**config.mk**
```make
export PLATFORM = sky130hd
export DESIGN_NAME = mpu
export DESIGN_NICKNAME = d
export VERILOG_FILES = /design/src/design/mpu_pkg.sv /design/src/design/pma_check.sv /design/src/design/pmp_check.sv /design/src/design/mpu.sv
export SDC_FILE = /design/constraint.sdc
export NUM_CORES = 1
export LEC_CHECK = 0
export ABC_AREA = 1
export BUFFER_PORTS_ARGS = -buffer_cell sky130_fd_sc_hd__buf_2
export CAP_MARGIN = 30
export CORE_MARGIN = 5
export CORE_UTILIZATION = 54
export DETAILED_ROUTE_END_ITERATION = 16
export PLACE_DENSITY = 0.9
export REMOVE_ABC_BUFFERS = 1
export SLEW_MARGIN = 30
export SYNTH_ARGS = -nofsm -noshare
export SYNTH_HDL_FRONTEND = slang
export SYNTH_SLANG_ARGS = --single-unit
```
**constraint.sdc**
```tcl
create_clock -name clk -period 4.35 [get_ports clk]
set_input_delay 0.2175 -clock clk [delete_from_list [all_inputs] [get_ports clk]]
set_output_delay 0.2175 -clock clk [all_outputs]
set_load 0.005 [all_outputs]
```
**src/design/mpu_pkg.sv**
```systemverilog
// Shared types and memory map for the data-side MPU subsystem
// Request, response and PMP configuration formats plus FSM encodings
package mpu_pkg;

  ////////////////////
  // Memory map
  ////////////////////

  // Number of programmable PMP regions
  localparam int unsigned PMP_NUM_REGIONS = 4;

  // Single main-memory region, inclusive byte bounds
  localparam logic [31:0] PMA_MEM_BASE  = 32'h0000_0000;
  localparam logic [31:0] PMA_MEM_LIMIT = 32'h0000_03FF;

  // RAM depth, must cover the PMA region exactly
  localparam int unsigned MEM_WORDS  = 256;
  localparam int unsigned MEM_ADDR_W = $clog2(MEM_WORDS);

  // Outstanding transaction counter width
  localparam int unsigned TXN_CNT_W = 2;

  ////////////////////
  // Transfer formats
  ////////////////////

  // Word request, used on both core and bus side
  typedef struct packed {
    logic [31:0] addr;
    logic        we;
    logic [31:0] wdata;
  } mem_req_t;

  // Status returned with every response
  typedef enum logic [1:0] {
    MPU_OK       = 2'b00,
    MPU_RE_FAULT = 2'b01,
    MPU_WR_FAULT = 2'b10
  } mpu_status_e;

  typedef struct packed {
    logic [31:0] rdata;
    mpu_status_e status;
  } core_resp_t;

  ////////////////////
  // PMP configuration
  ////////////////////

  // Only user and machine mode exist here
  typedef enum logic [1:0] {
    PRIV_U = 2'b00,
    PRIV_M = 2'b11
  } privlvl_t;

  typedef enum logic [1:0] {
    PMP_OFF   = 2'b00,
    PMP_TOR   = 2'b01,
    PMP_NA4   = 2'b10,
    PMP_NAPOT = 2'b11
  } pmp_mode_e;

  // Same bit order as a pmpcfg byte
  typedef struct packed {
    logic       lock;
    logic [1:0] reserved;
    pmp_mode_e  mode;
    logic       x;
    logic       w;
    logic       r;
  } pmp_cfg_t;

  // Address entries hold byte address bits 33:2
  typedef struct packed {
    pmp_cfg_t [PMP_NUM_REGIONS-1:0]        cfg;
    logic     [PMP_NUM_REGIONS-1:0][31:0]  addr;
  } pmp_csr_t;

  // Fault FSM states
  typedef enum logic [2:0] {
    MPU_IDLE        = 3'd0,
    MPU_RE_ERR_WAIT = 3'd1,
    MPU_WR_ERR_WAIT = 3'd2,
    MPU_RE_ERR_RESP = 3'd3,
    MPU_WR_ERR_RESP = 3'd4
  } mpu_state_e;

endpackage

```
**src/design/pma_check.sv**
```systemverilog
// Physical memory attribute check
// Flags accesses outside main memory or not word aligned
`timescale 1ns/1ps

module pma_check (
  input  logic [31:0] addr_i,
  output logic        pma_err_o
);

  import mpu_pkg::*;

  logic [31:0] addr_offset;
  logic        out_of_range;
  logic        misaligned;

  ////////////////////
  // Range check
  ////////////////////

  // Offset from the region base
  // An address below the base wraps to a large value and fails too
  assign addr_offset  = addr_i - PMA_MEM_BASE;
  // Largest legal offset is the region size minus one byte
  assign out_of_range = (addr_offset > (PMA_MEM_LIMIT - PMA_MEM_BASE));

  ////////////////////
  // Alignment check
  ////////////////////

  // Only whole words are supported
  assign misaligned = (addr_i[1:0] != 2'b00);

  // Either condition is a PMA fault
  assign pma_err_o = out_of_range || misaligned;

endmodule

```
**src/design/pmp_check.sv**
```systemverilog
// PMP region matching and permission check for data accesses
// Lowest-numbered matching region decides, per RISC-V priority rules
`timescale 1ns/1ps

module pmp_check (
  input  logic [31:0]       addr_i,
  input  logic              we_i,
  input  mpu_pkg::privlvl_t priv_lvl_i,
  input  mpu_pkg::pmp_csr_t csr_pmp_i,
  output logic              pmp_err_o
);

  import mpu_pkg::*;

  logic [31:0]                word_addr;
  logic [PMP_NUM_REGIONS-1:0] region_hit;
  logic                       any_hit;
  pmp_cfg_t                   sel_cfg;

  // PMP addresses are in word units, bits 33:2 of the byte address
  assign word_addr = {2'b00, addr_i[31:2]};

  ////////////////////
  // Region match
  ////////////////////

  always_comb begin : region_match
    logic [31:0] tor_base;
    logic [31:0] napot_mask;
    // Region 0 TOR starts at address zero
    tor_base   = '0;
    napot_mask = '0;
    for (int i = 0; i < PMP_NUM_REGIONS; i++) begin
      // Trailing ones of the entry set the ignored low bits
      napot_mask = ~(csr_pmp_i.addr[i] ^ (csr_pmp_i.addr[i] + 32'd1));
      case (csr_pmp_i.cfg[i].mode)
        PMP_TOR: begin
          region_hit[i] = (word_addr >= tor_base) && (word_addr < csr_pmp_i.addr[i]);
        end
        PMP_NA4: begin
          // Exactly one word
          region_hit[i] = (word_addr == csr_pmp_i.addr[i]);
        end
        PMP_NAPOT: begin
          region_hit[i] = ((word_addr & napot_mask) == (csr_pmp_i.addr[i] & napot_mask));
        end
        default: region_hit[i] = 1'b0;
      endcase
      // Next region's TOR bottom is this entry
      tor_base = csr_pmp_i.addr[i];
    end
  end

  ////////////////////
  // Priority select
  ////////////////////

  always_comb begin : region_select
    logic found;
    found   = 1'b0;
    sel_cfg = '0;
    for (int i = 0; i < PMP_NUM_REGIONS; i++) begin
      if (!found && region_hit[i]) begin
        found   = 1'b1;
        sel_cfg = csr_pmp_i.cfg[i];
      end
    end
    any_hit = found;
  end

  // Permission decision
  always_comb begin
    if (!any_hit) begin
      // No match: only M-mode passes
      pmp_err_o = (priv_lvl_i != PRIV_M);
    end else if ((priv_lvl_i != PRIV_M) || sel_cfg.lock) begin
      // U-mode always enforced, M-mode only on locked regions
      pmp_err_o = we_i ? !sel_cfg.w : !sel_cfg.r;
    end else begin
      pmp_err_o = 1'b0;
    end
  end

endmodule

```
**src/design/mpu.sv**
```systemverilog
// Data-side memory protection unit
// Gates requests through PMA and PMP checks and returns faults in order
`timescale 1ns/1ps

module mpu (
  input  logic               clk,
  input  logic               rst_n,
  input  logic               core_req_valid_i,
  output logic               core_req_ready_o,
  input  mpu_pkg::mem_req_t  core_req_i,
  output logic               core_resp_valid_o,
  output mpu_pkg::core_resp_t core_resp_o,
  output logic               bus_req_valid_o,
  input  logic               bus_req_ready_i,
  output mpu_pkg::mem_req_t  bus_req_o,
  input  logic               bus_resp_valid_i,
  input  logic [31:0]        bus_rdata_i,
  input  mpu_pkg::pmp_csr_t  csr_pmp_i,
  input  mpu_pkg::privlvl_t  priv_lvl_i,
  input  logic               one_pend_next_i
);

  import mpu_pkg::*;

  logic        pma_err;
  logic        pmp_err;
  logic        mpu_err;
  logic        block_core;
  logic        block_bus;
  logic        err_resp_valid;
  logic        err_req_ready;
  mpu_status_e err_status;
  mpu_state_e  state_q;
  mpu_state_e  state_n;

  ////////////////////
  // Checkers
  ////////////////////

  pma_check u_pma (
    .addr_i    (core_req_i.addr),
    .pma_err_o (pma_err)
  );

  pmp_check u_pmp (
    .addr_i     (core_req_i.addr),
    .we_i       (core_req_i.we),
    .priv_lvl_i (priv_lvl_i),
    .csr_pmp_i  (csr_pmp_i),
    .pmp_err_o  (pmp_err)
  );

  assign mpu_err = pma_err || pmp_err;

  ////////////////////
  // Fault FSM
  ////////////////////

  always_comb begin
    state_n        = state_q;
    block_core     = 1'b0;
    block_bus      = 1'b0;
    err_resp_valid = 1'b0;
    err_req_ready  = 1'b0;
    err_status     = MPU_OK;
    case (state_q)
      MPU_IDLE: begin
        if (core_req_valid_i && mpu_err) begin
          // Take the request but keep it off the bus
          block_bus     = 1'b1;
          err_req_ready = 1'b1;
          if (core_req_i.we) begin
            state_n = one_pend_next_i ? MPU_WR_ERR_RESP : MPU_WR_ERR_WAIT;
          end else begin
            state_n = one_pend_next_i ? MPU_RE_ERR_RESP : MPU_RE_ERR_WAIT;
          end
        end
      end
      MPU_RE_ERR_WAIT, MPU_WR_ERR_WAIT: begin
        // Older responses still draining
        block_core = 1'b1;
        block_bus  = 1'b1;
        if (one_pend_next_i) begin
          state_n = (state_q == MPU_RE_ERR_WAIT) ? MPU_RE_ERR_RESP : MPU_WR_ERR_RESP;
        end
      end
      MPU_RE_ERR_RESP, MPU_WR_ERR_RESP: begin
        block_core     = 1'b1;
        block_bus      = 1'b1;
        err_resp_valid = 1'b1;
        err_status     = (state_q == MPU_RE_ERR_RESP) ? MPU_RE_FAULT : MPU_WR_FAULT;
        // Core never stalls responses
        state_n        = MPU_IDLE;
      end
      default: state_n = MPU_IDLE;
    endcase
  end

  always_ff @(posedge clk or negedge rst_n) begin
    if (!rst_n) begin
      state_q <= MPU_IDLE;
    end else begin
      state_q <= state_n;
    end
  end

  // Passing requests go out unchanged
  assign bus_req_valid_o  = core_req_valid_i && !block_bus;
  assign bus_req_o        = core_req_i;
  assign core_req_ready_o = (bus_req_ready_i && !block_core) || err_req_ready;

  // Bus data is stale during a fault response, so return zero
  assign core_resp_valid_o  = bus_resp_valid_i || err_resp_valid;
  assign core_resp_o.rdata  = err_resp_valid ? 32'd0 : bus_rdata_i;
  assign core_resp_o.status = err_status;

endmodule

```
==> results by group <==
STA
  – Final Skew: 0.000193 ns
  – Final setup violation count: 0
  – Max transition margin: 0.514
  – Worst-Margin Slew: 0.726 ns
  – RSZ-0062 raised after global routing: true
  – Tcrit/Tclk final: 0.983
  – Max Freq: 234 MHz
  – Hold Fails Final Rpt: 0
  – Min cycle time layout: 4.28 ns
  – Max Slew Vio Count: 0

Floorplanning
  – Die area: 0.0237 mm^2
  – Die H: 154 um
  – Initial Util: 0.550
  – Die width: 154 um
  – Rows: 52
  – Core area: 0.0204 mm^2
  – I/O Pins: 367

Synth
  – Synth Area in Adders: 0.266
  – Netlist Area Pre-Place: 0.0112 mm^2
  – Simple-gate area share of the yosys netlist: 0.452
  – Ys Warns: 0
  – Cells after Synth: 1,999
  – Post-synth top area share: 0.266
  – Synthesized flop and latch total: 3
  – XOR/XNOR share of the synthesized area: 0.0555
  – Avg Cell Area, Syn: 5.61 um^2
  – Mux share of post-synthesis cell area: 0
  – Post-synthesis cell type count: 37
  – Top cells by area, synth: ha_1 27%, nand2_1 19%, inv_1 12%, nor2_1 7.5%, nand3_1 6.7%
  – Yosys top cell by area: ha_1
  – Complex-gate fraction of the synthesized area: 0.0556
  – Sequential area share after synthesis: 0.00670
  – Main combinational cell family by area after synthesis: simple AND/OR/NAND/NOR gates

Min path
  – Worst min path class: in2async

Worst setup path
  – Worst Setup End Kind: primary output
  – CP delay by family, top: simple AND/OR/NAND/NOR gates
  – WS Path Type: in2out
  – Worst path bufs/invs: 11
  – CP arrival: 4.06 ns
  – Critical Path Start Type: input pin
  – CP max stage delay: 0.28 ns
  – Req. time, crit path: 4.13 ns
  – Crit-path max FO: 6
  – CP max-delay cell: ha_4

Final layout
  – FILL cells: 1,807
  – Share of layout cells above drive strength 1: 0.211
  – Net count, final: 2,774
  – Seq. cell area: 75.1 um^2
  – Multi-input logic area: 0.00958 mm^2
  – Area growth, synth to finish: 18.4%
  – Top flop regs: state_q x3
  – Final instance area: 0.0133 mm^2
  – Max FFs per register: 3
  – Largest register by flop count: state_q

Place
  – DP Wirelength: 32,500 um
  – Count of buffers from port buffering: 290
  – Area post-placement: 0.0127 mm^2
  – Final GP Congestion: 0.972

Drt
  – DRT antenna net count: 0
  – Via count: 13,700
  – Number of DRC markers in iteration 0: 758
  – WL final: 37,600 um
  – Drt drc: 0
  – Via density: 5.37
  – Drt pass-1 iters: 5
  – Routed len/inst: 14.8 um

CTS
  – Clk slew on worst S/H paths: 0.03 ns
  – Worst skew pair latency: 0.22 ns
  – Clk root buf: clkbuf_16
  – Bufs on Longest Clock Path: 2
  – CTS Sinks: 3
  – Cts bufs inserted: 3
  – CTS tree: built
  – H-Tree Depth: 1

GRT
  – Largest net degree at the start of global routing: 34
  – Met1 usage: 0.321
  – Met3 GRT Util: 0.0717
  – Initial antenna violation count: 14
  – Total grt overflow: 0
  – Global-route wire length before repair: 58,100 um
  – GR Layer Usage met2: 0.537
  – GRT Util Overall: 0.291
  – Vias in the first global route: 13,000
  – Top Usage Layer GRT: met2

Flow run
  – Maxcap violations: 0

Power
  – Worst vdd ir: 139 uV
  – Leakage power total: 0.00761 uW
  – Power Density: 119 mW/mm^2
  – Power, Total: 1580 uW

Status
  – Status: finished clean
cell usage in the layout, fill, tap and decap left out, types with 4 or more instances in the layout:
cell / synthesis / final
nand3_1: 149 / 140
nor3_2: 3 / 5
inv_2: 6 / 15
diode_2: 0 / 9
nor3_1: 28 / 25
or2_2: 57 / 56
nand2_2: 2 / 11
buf_2: 2 / 285
nand2_1: 566 / 556
o21ai_0: 28 / 27
nor4_1: 11 / 9
xnor2_1: 24 / 24
xor2_1: 47 / 47
nand4_1: 87 / 87
nand3b_1: 9 / 9
o21a_1: 5 / 5
a21oi_1: 64 / 64
a21boi_0: 7 / 7
buf_4: 67 / 48
inv_1: 344 / 335
nor2_2: 2 / 17
nand3_4: 1 / 4
ha_1: 238 / 235
nand3_2: 2 / 8
nor2_4: 4 / 10
nor2_1: 225 / 204
report_power, final:
part	internal (uW)	leakage [uW]	switching [uW]
clock network	121	0.0000382	25.2
logic	560	0.00754	811
registers	41.7	0.0000383	19.3
metal layers:
metal,wire (um),up-vias
met4,1270,16
met1,14500,6156
met5,122,-
met3,3170,104
li1,-,6930
met2,18500,492
path summary, 6_finish.rpt:
kind | startpoint | endpoint | slack (ns) | cells past startpoint
setup reg to reg | state_q[2] | state_q[0] | 3.09 | 6
min in group clk | one_pend_next_i | state_q[1] | 0.37 | 4
hold / removal | rst_n | state_q[1] | 0.36 | 2
setup / recovery | csr_pmp_i[32] | bus_req_valid_o | 0.07 | 43
max in group asynchronous | rst_n | state_q[2] | 3.89 | 2
hold reg to reg | state_q[2] | state_q[2] | 0.61 | 3
logic make-up after synthesis:
| group | after synthesis |
|---|---|
| and+or+nand+nor | 1151 |
| adders and majority gates | 238 |
| DFF | 3 |
| xor gates and xnor gates | 71 |
| AOI/OAI and AO/OA | 114 |
| buffers and inverters | 422 |
cells in the mapped netlist:
cell / instances
nor2_1: 225
o21a_1: 5
nor3_2: 3
nand4_1: 87
a211oi_1: 1
nand3_4: 1
inv_1: 344
a21oi_1: 64
nand3b_1: 9
nor2_2: 2
nand3_2: 2
buf_4: 67
nor3_4: 1
nand3_1: 149
ha_1: 238
inv_2: 6
buf_2: 2
o211ai_1: 2
a22oi_1: 1
a21boi_0: 7
o31ai_1: 1
o21bai_1: 3
or2_2: 57
dfrtp_1: 3
nand2_1: 566
a21o_1: 1
nor3_1: 28
o21ai_0: 28
or2_1: 1
clkbuf_1: 3
nor2_4: 4
nand2_2: 2
xnor2_1: 24
nor4_1: 11
and3_1: 3
xor2_1: 47
o21ai_1: 1
worst register-to-register path, cell delays in order (launching register included):
cell and delay, ns:
dfrtp_1 0.39, inv_1 0.12, nand2_1 0.14, o21ai_0 0.21, nand2_1 0.12, nand3_1 0.11
nand2_1 0.06
area by class of cell:
cell class              count  area share
well taps                 270      0.0255
inverters                 350      0.0990
multi-input cells        1574       0.722
diodes                      9     0.00170
clock buffers               4     0.00594
flip-flops and latches      3     0.00566
repair buffers            339       0.140
what timing repair did:
item,CTS,global route
buffers inserted,6,9
pin swaps,11,24
hold endpoints to repair,3,0
cloned,0,0
hold buffers,1,0
endpoints found under the setup margin,2,5
resized for setup,22,60
metrics by stage:
| stage | utilization | hold WS, ns | setup TNS (ns) | cells | setup WS (ns) |
|---|---|---|---|---|---|
| final | 0.652 | 0.359 | 0 | 2549 | 0.0725 |
| after global routing | 0.651 | 0.386 | -0.517 | 2546 | -0.275 |
| after CTS | 0.636 | 0.360 | 0 | 2531 | 0.000426 |
| after detailed placement | 0.625 | 0.0132 | -0.737 | 2520 | -0.224 |
| after global placement | 0.625 | 0.0123 | -0.219 | 2520 | -0.110 |
| after floorplan | - | -0.0781 | 0 | 1927 | 0.504 |
Power figures use the tool's default switching activity.
