## config.mk

```make
export PLATFORM = sky130hd
export DESIGN_NAME = txn_tracker
export DESIGN_NICKNAME = d
export VERILOG_FILES = /design/src/design/mpu_pkg.sv /design/src/design/txn_tracker.sv
export SDC_FILE = /design/constraint.sdc
export NUM_CORES = 1
export LEC_CHECK = 0
export BUFFER_PORTS_ARGS = -buffer_cell sky130_fd_sc_hd__buf_2
export CAP_MARGIN = 10
export CORE_AREA = 2 2 39 41
export DETAILED_ROUTE_END_ITERATION = 10
export DIE_AREA = 0 0 41 43
export PLACE_DENSITY = 0.3
export SLEW_MARGIN = 30
export SYNTH_ARGS = -nofsm -noshare
export SYNTH_HDL_FRONTEND = slang
export SYNTH_SLANG_ARGS = --single-unit
```

## constraint.sdc

```tcl
create_clock -name clk -period 2.7 [get_ports clk]
set_input_delay 0 -clock clk [delete_from_list [all_inputs] [get_ports clk]]
set_output_delay 0 -clock clk [all_outputs]
set_load 0.005 [all_outputs]
```

## src/design/mpu_pkg.sv

```systemverilog
// Shared types and memory map for the data-side MPU subsystem
// Request, response and PMP configuration formats plus FSM encodings
package mpu_pkg;

  ////////////////////
  // Memory map
  ////////////////////

  // Number of programmable PMP regions
  localparam int unsigned PMP_NUM_REGIONS = 4;

  // Single main-memory region, inclusive byte bounds
  localparam logic [31:0] PMA_MEM_BASE  = 32'h0000_0000;
  localparam logic [31:0] PMA_MEM_LIMIT = 32'h0000_03FF;

  // RAM depth, must cover the PMA region exactly
  localparam int unsigned MEM_WORDS  = 256;
  localparam int unsigned MEM_ADDR_W = $clog2(MEM_WORDS);

  // Outstanding transaction counter width
  localparam int unsigned TXN_CNT_W = 2;

  ////////////////////
  // Transfer formats
  ////////////////////

  // Word request, used on both core and bus side
  typedef struct packed {
    logic [31:0] addr;
    logic        we;
    logic [31:0] wdata;
  } mem_req_t;

  // Status returned with every response
  typedef enum logic [1:0] {
    MPU_OK       = 2'b00,
    MPU_RE_FAULT = 2'b01,
    MPU_WR_FAULT = 2'b10
  } mpu_status_e;

  typedef struct packed {
    logic [31:0] rdata;
    mpu_status_e status;
  } core_resp_t;

  ////////////////////
  // PMP configuration
  ////////////////////

  // Only user and machine mode exist here
  typedef enum logic [1:0] {
    PRIV_U = 2'b00,
    PRIV_M = 2'b11
  } privlvl_t;

  typedef enum logic [1:0] {
    PMP_OFF   = 2'b00,
    PMP_TOR   = 2'b01,
    PMP_NA4   = 2'b10,
    PMP_NAPOT = 2'b11
  } pmp_mode_e;

  // Same bit order as a pmpcfg byte
  typedef struct packed {
    logic       lock;
    logic [1:0] reserved;
    pmp_mode_e  mode;
    logic       x;
    logic       w;
    logic       r;
  } pmp_cfg_t;

  // Address entries hold byte address bits 33:2
  typedef struct packed {
    pmp_cfg_t [PMP_NUM_REGIONS-1:0]        cfg;
    logic     [PMP_NUM_REGIONS-1:0][31:0]  addr;
  } pmp_csr_t;

  // Fault FSM states
  typedef enum logic [2:0] {
    MPU_IDLE        = 3'd0,
    MPU_RE_ERR_WAIT = 3'd1,
    MPU_WR_ERR_WAIT = 3'd2,
    MPU_RE_ERR_RESP = 3'd3,
    MPU_WR_ERR_RESP = 3'd4
  } mpu_state_e;

endpackage

```

## src/design/txn_tracker.sv

```systemverilog
// Outstanding transaction tracker on the core side
// Predicts when exactly one transaction will remain pending
`timescale 1ns/1ps

module txn_tracker (
  input  logic clk,
  input  logic rst_n,
  input  logic req_fire_i,
  input  logic resp_fire_i,
  output logic one_pend_next_o
);

  import mpu_pkg::*;

  logic [TXN_CNT_W-1:0] cnt_q;
  logic [TXN_CNT_W-1:0] cnt_n;

  // Next count, request and response in the same cycle cancel out
  always_comb begin
    cnt_n = cnt_q;
    case ({req_fire_i, resp_fire_i})
      2'b10:   cnt_n = cnt_q + 1'b1;
      2'b01:   cnt_n = cnt_q - 1'b1;
      default: cnt_n = cnt_q;
    endcase
  end

  always_ff @(posedge clk or negedge rst_n) begin
    if (!rst_n) begin
      cnt_q <= '0;
    end else begin
      cnt_q <= cnt_n;
    end
  end

  // Seen by the MPU in the same cycle
  assign one_pend_next_o = (cnt_n == TXN_CNT_W'(1));

endmodule

```

==> reports/metrics.cfg, run 1 <==
[logic_synthesis]
syn_nets = 17
avgSynthCellArea_um2 = 10.0
yosysUniqueCellTypes = 9
yosys_register_bits = 2
synthCells = 12
synthesis.area_um2 = 120
synth-seq-area-share_pct = 41.7
synth_warnings = 0

[die]
initial_utilization_pct = 8.68
placementRows = 14
dieArea_um2 = 1760
die_x_um = 41
core_area_um2 = 1380
die_h_um = 43
pin_count = 5

[timing]
tightest_slew_ns = 0.142
slew_headroom_pct = 90.4
rsz0062_at_grt = false
skew_ns = 0.000444
slew_viol_final = 0
report.final.hold_viol_count = 0
final.min_clock_period_ns = 1.28
post-route-period-util_pct = 47.5
fin_setup_tns_ns = 0
setup_viol = 0
fmax_mhz = 780

[min_path]
min_path_type = primary input to async pin

[critical_path]
worst-setup-path-type = flip-flop to primary output
critPathArrivalTime_ns = 1.28
worstSetupStartpointType = flip-flop
critPathMaxFanout = 3
cp-end-kind = primary output
worstPathRequired_ns = 2.70

[cells_and_area]
fin_cells = 36
antenna_cells = 0
area_growth_pct = 60.4
drive_gt1_share_pct = 35.0
biggestRegsByFlops = cnt_q: 2 flops
largest_reg_flops = 2
largest-register = cnt_q
fin_nets = 27

[routing]
drc = 0
vias = 96
wl_per_cell_um = 6.78
ant_nets = 0
wl_um = 244
drtIter0Drc = 2
dr.pass1.iters = 3
drt-vias-per-instance = 2.67

[clock_network]
clkTransAtPathRegs_ns = 0.03
htreeDepth = 1
post_cts_resized = 0
clk_latency_ns = 0.22
cts_post_setup_buffers_inserted = 0
clk_root_buffer_cell = clkbuf_4
cts_tree = yes
cts.sinks = 2
cts_max_path_buffers = 2
cts_made_buffers = 3

[power_and_ir_drop]
power_density_nw_per_um2 = 965
ir_worst_vdd_mv = 0.299
power.leakage_nw = 0.0918

[grt]
grt_max_degree = 5
grt_pass1_vias = 113
grt_use_total_pct = 4.12
overflow = 0
grt_pass1_wl_um = 393
grt_antenna_before_repair = 0

[place]
dpl.cell_count = 32
gp_congestion = 0.488
numPortBuffers = 4

[outcome]
status = complete, no violations

[job]
maxCapViolCount = 0

-- final cells by class --
class	count	area [um2]
inverters	1	3.75
flip-flops and latches	2	50.0
multi-input cells	9	66.3
clock buffers	3	22.5
fillers	153	1190
repair buffers	5	30.0
well taps	16	20.0
-- final timing paths --
| kind | start | endpoint | slack, ns | cells past startpoint |
|---|---|---|---|---|
| hold reg to reg | cnt_q[1]$_DFF_PN0_ | cnt_q[1]$_DFF_PN0_ | 0.51 | 1 |
| setup / recovery | cnt_q[1]$_DFF_PN0_ | one_pend_next_o | 1.42 | 4 |
| hold / removal | rst_n | cnt_q[1]$_DFF_PN0_ | 0.09 | 2 |
| setup reg to reg | cnt_q[0]$_DFF_PN0_ | cnt_q[1]$_DFF_PN0_ | 1.79 | 3 |
| max in group asynchronous | rst_n | cnt_q[0]$_DFF_PN0_ | 2.52 | 2 |
| min in group clk | resp_fire_i | cnt_q[0]$_DFF_PN0_ | 0.17 | 3 |
-- repair_timing --
| action | CTS | global route |
|---|---|---|
| endpoints found under the setup margin | 0 | 0 |
| hold buffers | 1 | 0 |
| hold endpoints to repair | 2 | 0 |
-- critical path: stages (launching register included) --
cell and delay, ns:
dfrtp_1 0.40, xor2_1 0.16, or3_1 0.29, o21ai_0 0.07, buf_2 0.13
-- layout by cell type (no fill, tap or decap) --
cell,count
buf_2,4
ha_1,1
nor2_1,1
inv_1,1
xnor2_1,2
dfrtp_1,2
or3_1,1
clkbuf_4,3
xor2_1,2
nand2_1,1
dlygate4sd3_1,1
o21ai_0,1
-- cell families after synthesis --
kind of cell    count (synthesis)  share of synthesized area [%]
simple gates                    3                           11.5
buf+inv                         1                           3.12
compound gates                  1                           4.16
xor+xnor                        4                           29.2
flops                           2                           41.7
fa+ha+maj                       1                           10.4
-- layer usage --
| metal | track usage (%) | vias to the layer above | part of all wire (%) |
|---|---|---|---|
| met1 | 4.18 | 37 | 46 |
| met4 | 8.00 | 0 | 0 |
| met5 | 0 | - | 0 |
| met2 | 4.06 | 5 | 41 |
| met3 | 1.57 | 0 | 12 |
| li1 | - | 54 | - |
-- through the flow --
stage / worst slack, ns / area (um2) / total power [mW] / util, % / hold slack [ns]
6_report: 1.42 / 193 / 0.186 / 13.9 / 0.0900
5_1_grt: 1.34 / 193 / 0.206 / 13.9 / 0.0983
2_1_floorplan: 1.78 / 120 / 0.101 / - / -0.296
4_1_cts: 1.39 / 193 / 0.193 / 13.9 / 0.0785
3_5_place_dp: 1.64 / 160 / 0.120 / 11.6 / -0.212
3_3_place_gp: 1.66 / 160 / 0.115 / 11.6 / -0.213
-- synthesized netlist by cell type --
| cell type | instances | area, um2 |
|---|---|---|
| dfrtp_1 | 2 | 50.1 |
| ha_1 | 1 | 12.5 |
| inv_1 | 1 | 3.75 |
| nand2_1 | 1 | 3.75 |
| nor2_1 | 1 | 3.75 |
| o21ai_0 | 1 | 5.00 |
| or3_1 | 1 | 6.26 |
| xnor2_1 | 2 | 17.5 |
| xor2_1 | 2 | 17.5 |
-- where the power goes --
group	internal [mW]	total (mW)	switching (mW)
Combinational	0.0330	0.0562	0.0232
Sequential	0.0464	0.0641	0.0176
Clock	0.0490	0.0656	0.0166
(Power assumes the default switching activity.)
==> run 2, diff against run 1 <==
--- a/config.mk
+++ b/config.mk
@@ -5,12 +5,13 @@
 export SDC_FILE = /design/constraint.sdc
 export NUM_CORES = 1
 export LEC_CHECK = 0
+export ABC_AREA = 1
 export BUFFER_PORTS_ARGS = -buffer_cell sky130_fd_sc_hd__buf_2
 export CAP_MARGIN = 10
 export CORE_AREA = 2 2 39 41
 export DETAILED_ROUTE_END_ITERATION = 10
 export DIE_AREA = 0 0 41 43
-export PLACE_DENSITY = 0.3
+export PLACE_DENSITY = 0.31
 export SLEW_MARGIN = 30
 export SYNTH_ARGS = -nofsm -noshare
 export SYNTH_HDL_FRONTEND = slang
==> constraint.sdc (replaced) <==
create_clock -name clk -period 1.2 [get_ports clk]
set_input_delay 0 -clock clk [delete_from_list [all_inputs] [get_ports clk]]
set_output_delay 0 -clock clk [all_outputs]
set_load 0.005 [all_outputs]
==> run 2 against run 1 <==
Effect of this change:
- synthesized cell count grew 42%
- via count grew 24%
- flip-flop and latch count is the same
- worst setup slack lost 1.3 ns
- design area grew 9.7%
- largest cell class unchanged
- area after synthesis grew 16%
- highest routed layer unchanged
==> reports/metrics.cfg, run 2 <==
[outcome]
status = complete, no violations  ; unchanged

[logic_synthesis]
yosys_register_bits = 2  ; unchanged
yosysTopAreaCellShare_pct = 36.0  ; was 41.7%
synthesis.area_um2 = 139  ; was 120 um2
netlist.top_cell.by_area = dfrtp_1  ; unchanged
ys_dominant_reg_cell = dfrtp_1  ; unchanged
synth_warnings = 0  ; unchanged
yosysMostFrequentCell = inv_1
synthTopCellsByCount = inv_1 (5), nand2_2 (3), dfrtp_1 (2)  ; was dfrtp_1 (2), xnor2_1 (2), xor2_1 (2)
yosysUniqueCellTypes = 10  ; was 9
avgSynthCellArea_um2 = 8.17  ; was 10.0 um2
async_flop_share_pct = 100  ; unchanged
synth_edf_count = 0  ; unchanged
synthTopCellsByArea = dfrtp_1 (36%), inv_1 (14%), nand2_2 (14%)  ; was dfrtp_1 (42%), xnor2_1 (15%), xor2_1 (15%)
synth-seq-area-share_pct = 36.0  ; was 41.7%
synthCells = 17  ; was 12
syn_nets = 22  ; was 17

[routing]
ant_nets = 0  ; unchanged
drc = 0  ; unchanged
drtIter0Drc = 0  ; was 2
wl_um = 252  ; was 244 um
wl_per_cell_um = 6.15  ; was 6.78 um
dr.pass1.iters = 1  ; was 3
vias = 119  ; was 96
drt-vias-per-instance = 2.90  ; was 2.67

[clock_network]
clkTransAtPathRegs_ns = 0.03  ; about the same
cts_max_path_buffers = 2  ; unchanged
post_cts_resized = 0  ; unchanged
cts_made_buffers = 3  ; unchanged
cts_tree = yes  ; unchanged
cts.sinks = 2  ; unchanged
cts_hold_buf = 1  ; unchanged
clk_latency_ns = 0.22  ; about the same
clk_root_buffer_cell = clkbuf_4  ; unchanged
cts_post_setup_buffers_inserted = 0  ; unchanged
htreeDepth = 1  ; unchanged

[critical_path]
worst-setup-path-type = flip-flop to primary output  ; unchanged
critPathMaxFanout = 3  ; unchanged
worstSetupStartpointType = flip-flop  ; unchanged
cp-end-kind = primary output  ; unchanged
critPathArrivalTime_ns = 1.09  ; was 1.28 ns
worstPathRequired_ns = 1.20  ; was 2.70 ns

[grt]
grt_max_degree = 4  ; was 5
grt_use_total_pct = 3.71  ; was 4.12%
grt_antenna_before_repair = 0  ; unchanged
grt_pass1_wl_um = 386  ; was 393 um
grt_pass1_vias = 133  ; was 113
overflow = 0  ; unchanged

[place]
numPortBuffers = 4  ; unchanged
gp_congestion = 0.537  ; was 0.488
dpl.cell_count = 37  ; was 32
hpwl_um = 170
dp_slack_ns = 0.325  ; was 1.64 ns

[cells_and_area]
largest_reg_flops = 2  ; unchanged
antenna_cells = 0  ; unchanged
final_common_cell = inv_1  ; was buf_2
area_growth_pct = 52.3  ; was 60.4%
fin_cells = 41  ; was 36
fin_nets = 32  ; was 27
drive_gt1_share_pct = 52.0  ; was 35.0%
final_cell_mix = inv_1 (5), buf_2 (4), nand2_2 (3), clkbuf_4 (3), dfrtp_1 (2)  ; was buf_2 (4), clkbuf_4 (3), xnor2_1 (2), xor2_1 (2), dfrtp_1 (2)
largest-register = cnt_q  ; unchanged
biggestRegsByFlops = cnt_q: 2 flops  ; unchanged

[timing]
fmax_mhz = 917
final.min_clock_period_ns = 1.09
hold_slack_ns = 0.0981  ; was 0.0900 ns
skew_ns = 0.000902  ; was 0.000444 ns
setup_slack_ns = 0.110  ; was 1.42 ns
rsz0062_at_grt = false  ; unchanged
tightest_slew_ns = 0.227  ; was 0.142 ns
slew_viol_final = 0  ; unchanged
report.final.hold_viol_count = 0  ; unchanged
setup_viol = 0  ; unchanged
fin_setup_tns_ns = 0  ; unchanged
post-route-period-util_pct = 90.9
slew_headroom_pct = 84.8  ; was 90.4%

[die]
core_area_um2 = 1380  ; unchanged
pin_count = 5  ; unchanged
placementRows = 14  ; unchanged
die_h_um = 43  ; unchanged
die_x_um = 41  ; unchanged
dieArea_um2 = 1760  ; unchanged
initial_utilization_pct = 10.0  ; was 8.68%

[power_and_ir_drop]
power_density_nw_per_um2 = 2120  ; was 965 nW/um2
ir_worst_vdd_mv = 0.758  ; was 0.299 mV
power.leakage_nw = 0.117  ; was 0.0918 nW

[min_path]
min_path_type = primary input to async pin  ; unchanged

[job]
maxCapViolCount = 0  ; unchanged

## run 2: layer usage
layer,share of wire [%],vias to the layer above,global-route usage (%),wire length (um)
met5,0,-,0,0
met4,0,0,8.00,0
met3,8.7,0,0,22
met2,50,5,5.00,125
met1,41,49,2.88,104
li1,-,65,-,-
## run 2: metrics by stage
step                util [%]  area, um2  total power [mW]
CTS                     15.3        211             0.466
floorplan                  -        139             0.257
global placement        12.9        179             0.301
detailed placement      12.9        179             0.299
finish                  15.3        211             0.448
global route            15.3        211             0.497
## run 2: area by class of cell
class / count / area (um2)
fill: 171 / 1170
inverter: 6 / 22.5
timing repair buffer: 5 / 30.0
clock buffer: 3 / 22.5
tap: 16 / 20.0
multi-input combinational: 9 / 66.3
sequential: 2 / 50.0
## run 2: final timing paths
path | start | endpoint | slack (ns) | cells after the start
max | cnt_q[0]$_DFF_PN0_ | one_pend_next_o | 0.11 | 6
min | rst_n | cnt_q[1]$_DFF_PN0_ | 0.1 | 2
max reg2reg | cnt_q[0]$_DFF_PN0_ | cnt_q[0]$_DFF_PN0_ | 0.38 | 2
min reg2reg | cnt_q[1]$_DFF_PN0_ | cnt_q[1]$_DFF_PN0_ | 0.50 | 2
max in group asynchronous | rst_n | cnt_q[0]$_DFF_PN0_ | 1.01 | 2
min in group clk | resp_fire_i | cnt_q[0]$_DFF_PN0_ | 0.18 | 4
## run 2: cells by family (layout without fill, tap and decap cells)
group                    Yosys count  count (layout)  synth area share, %
flip-flops                         2               2                 36.0
buffers and inverters              6              14                 16.2
adder cells (fa/ha/maj)            1               1                 9.01
XOR/XNOR                           1               1                 6.31
AND/OR/NAND/NOR                    7               7                 32.4
## run 2: critical path, stage by stage (launching register included)
cell	delay [ns]
dfrtp_1	0.39
nand2_1	0.10
nand3_2	0.08
nand2_2	0.06
nand2_2	0.05
nor2_2	0.07
buf_2	0.11
## run 2: power breakdown
group	internal (mW)	switching (mW)	leakage (nW)
clock	0.110	0.0373	0.0138
combinational	0.0767	0.0926	0.0792
sequential	0.103	0.0282	0.0238
total	0.290	0.158	0.117
==> run 3, diff against run 2 <==
--- a/config.mk
+++ b/config.mk
@@ -8,10 +8,13 @@
 export ABC_AREA = 1
 export BUFFER_PORTS_ARGS = -buffer_cell sky130_fd_sc_hd__buf_2
 export CAP_MARGIN = 10
+export CELL_PAD_IN_SITES_DETAIL_PLACEMENT = 1
+export CELL_PAD_IN_SITES_GLOBAL_PLACEMENT = 1
 export CORE_AREA = 2 2 39 41
 export DETAILED_ROUTE_END_ITERATION = 10
 export DIE_AREA = 0 0 41 43
-export PLACE_DENSITY = 0.31
+export PLACE_DENSITY = 0.37
+export REMOVE_ABC_BUFFERS = 1
 export SLEW_MARGIN = 30
 export SYNTH_ARGS = -nofsm -noshare
 export SYNTH_HDL_FRONTEND = slang
==> run 3 against run 2 <==
Effect of this change:
- cell count stayed put
- clock skew up 0.0012 ns
- fmax shrank 0.66%
- sequential power is essentially flat
- design area is the same
- register-to-register slack worse by 0.04 ns
- total power is 2.0% higher
- flip-flop and latch count is the same
- core utilization did not move
- critical path depth unchanged
- critical endpoint unchanged
==> reports/metrics.cfg, run 3 (synthesized netlist as in run 2, its figures left out) <==
[outcome]
status = complete, no violations  ; unchanged

[critical_path]
crit_chain = nand2_1 -> nand3_2 -> nand2_2 -> nand2_2 -> nor2_2 -> buf_2  ; unchanged
critPathArrivalTime_ns = 1.10  ; was 1.09 ns
r2r_slack_ns = 0.34  ; was 0.38 ns
worst-setup-path-type = flip-flop to primary output  ; unchanged
slowest_delay_ns = 0.40  ; was 0.39 ns
worstSetupStartpointType = flip-flop  ; unchanged
worstPathRequired_ns = 1.20  ; about the same
slowest_stage = dfrtp_1  ; unchanged
crit_start = cnt_q[0]$_DFF_PN0_  ; unchanged
cp-end-kind = primary output  ; unchanged
critPathMaxFanout = 3  ; unchanged
crit_top_cell = nand2_2  ; unchanged
r2r-start = cnt_q[0]$_DFF_PN0_  ; unchanged

[clock_network]
clk_latency_ns = 0.22  ; about the same
cts_made_buffers = 3  ; unchanged
htreeDepth = 1  ; unchanged
cts.sinks = 2  ; unchanged
clkTransAtPathRegs_ns = 0.03  ; about the same
cts_max_path_buffers = 2  ; unchanged
cts_tree = yes  ; unchanged
cts_post_setup_buffers_inserted = 0  ; unchanged
post_cts_resized = 0  ; unchanged
clk_root_buffer_cell = clkbuf_4  ; unchanged

[die]
pin_count = 5  ; unchanged
placementRows = 14  ; unchanged
dieArea_um2 = 1760  ; unchanged
core_area_um2 = 1380  ; unchanged
die_h_um = 43  ; unchanged
die_x_um = 41  ; unchanged
initial_utilization_pct = 10.0  ; unchanged

[grt]
grt_antenna_before_repair = 0  ; unchanged
grt_use_total_pct = 4.61  ; was 3.71%
grt_pass1_vias = 132  ; was 133
overflow = 0  ; unchanged
grt_max_degree = 4  ; unchanged
grt_pass1_wl_um = 455  ; was 386 um

[routing]
wl_per_cell_um = 6.85  ; was 6.15 um
wl_um = 281  ; was 252 um
dr.pass1.iters = 1  ; unchanged
drt-vias-per-instance = 2.90  ; unchanged
drc = 0  ; unchanged
vias = 119  ; unchanged
ant_nets = 0  ; unchanged
drtIter0Drc = 0  ; unchanged

[timing]
fin_setup_tns_ns = 0  ; unchanged
post-route-period-util_pct = 91.5  ; was 90.9%
tightest_slew_ns = 0.246  ; was 0.227 ns
skew_ns = 0.00206  ; was 0.000902 ns
fmax_mhz = 911  ; was 917 MHz
rsz0062_at_grt = false  ; unchanged
slew_headroom_pct = 83.5  ; was 84.8%
final.min_clock_period_ns = 1.10  ; was 1.09 ns
setup_viol = 0  ; unchanged
report.final.hold_viol_count = 0  ; unchanged
slew_viol_final = 0  ; unchanged

[power_and_ir_drop]
ir_worst_vdd_mv = 0.613  ; was 0.758 mV
power.leakage_nw = 0.117  ; unchanged
finalPower_uw = 457  ; was 448 uW
power_density_nw_per_um2 = 2160  ; was 2120 nW/um2

[cells_and_area]
biggestRegsByFlops = cnt_q: 2 flops  ; unchanged
fillCellCount = 162  ; was 171
largest-register = cnt_q  ; unchanged
final_cell_mix = inv_1 (5), buf_2 (4), nand2_2 (3), clkbuf_4 (3), dfrtp_1 (2)  ; unchanged
fin_cells = 41  ; unchanged
final_common_cell = inv_1  ; unchanged
final_area_um2 = 211  ; unchanged
fin_nets = 32  ; unchanged
largest_reg_flops = 2  ; unchanged
antenna_cells = 0  ; unchanged
drive_gt1_share_pct = 52.0  ; unchanged
area_growth_pct = 52.3  ; unchanged

[place]
place_area_um2 = 179  ; unchanged
gp_congestion = 0.527  ; was 0.537
dpl.cell_count = 37  ; unchanged
numPortBuffers = 4  ; unchanged
hpwl_um = 208  ; was 170 um

[min_path]
min_path_type = primary input to async pin  ; unchanged

[job]
maxCapViolCount = 0  ; unchanged

-- run 3: routing by layer --
| layer | wire length (um) | GRT usage, % | vias up |
|---|---|---|---|
| met2 | 139 | 5.31 | 5 |
| met1 | 117 | 3.53 | 49 |
| li1 | - | - | 65 |
| met5 | 0 | 0 | - |
| met3 | 24 | 3.14 | 0 |
| met4 | 0 | 8.00 | 0 |
-- run 3: worst max-delay path, delay by kind of cell, from the launching register on --
| family | cells | cell delay (ns) |
|---|---|---|
| buffers and inverters | 1 | 0.11 |
| flip-flops | 1 | 0.40 |
| AND/OR/NAND/NOR | 5 | 0.37 |
-- run 3: final timing paths --
path,endpoint,cells after the start
setup / recovery,one_pend_next_o,6
hold / removal,cnt_q[1]$_DFF_PN0_,2
setup reg to reg,cnt_q[0]$_DFF_PN0_,2
hold reg to reg,cnt_q[1]$_DFF_PN0_,2
max in group asynchronous,cnt_q[0]$_DFF_PN0_,2
min in group clk,cnt_q[0]$_DFF_PN0_,4
-- run 3: area by class of cell --
type                    instances  area [um2]  share of cell area [%]
multi-input cells               9        66.3                    31.4
flip-flops and latches          2        50.0                    23.7
repair buffers                  5        30.0                    14.2
clock buffers                   3        22.5                    10.7
inverters                       6        22.5                    10.7
well taps                      16        20.0                    9.47
-- run 3: per-stage QoR --
| step | setup WS (ns) | utilization [%] | hold WS (ns) |
|---|---|---|---|
| after global routing | 0.0123 | 15.3 | 0.0813 |
| final | 0.102 | 15.3 | 0.0820 |
| after detailed placement | 0.319 | 12.9 | -0.214 |
| after CTS | 0.0820 | 15.3 | 0.0726 |
| after global placement | 0.338 | 12.9 | -0.215 |
| after floorplan | 0.425 | - | -0.296 |
-- run 3: report_power, final --
| part | switching (mW) | internal (mW) |
|---|---|---|
| combinational | 0.0996 | 0.0769 |
| clock | 0.0376 | 0.110 |
| sequential | 0.0298 | 0.103 |
| total | 0.167 | 0.290 |
-- run 3: what timing repair did --
action,in CTS,in global routing
hold endpoints to repair,2,0
hold buffers,1,0
endpoints found under the setup margin,0,0
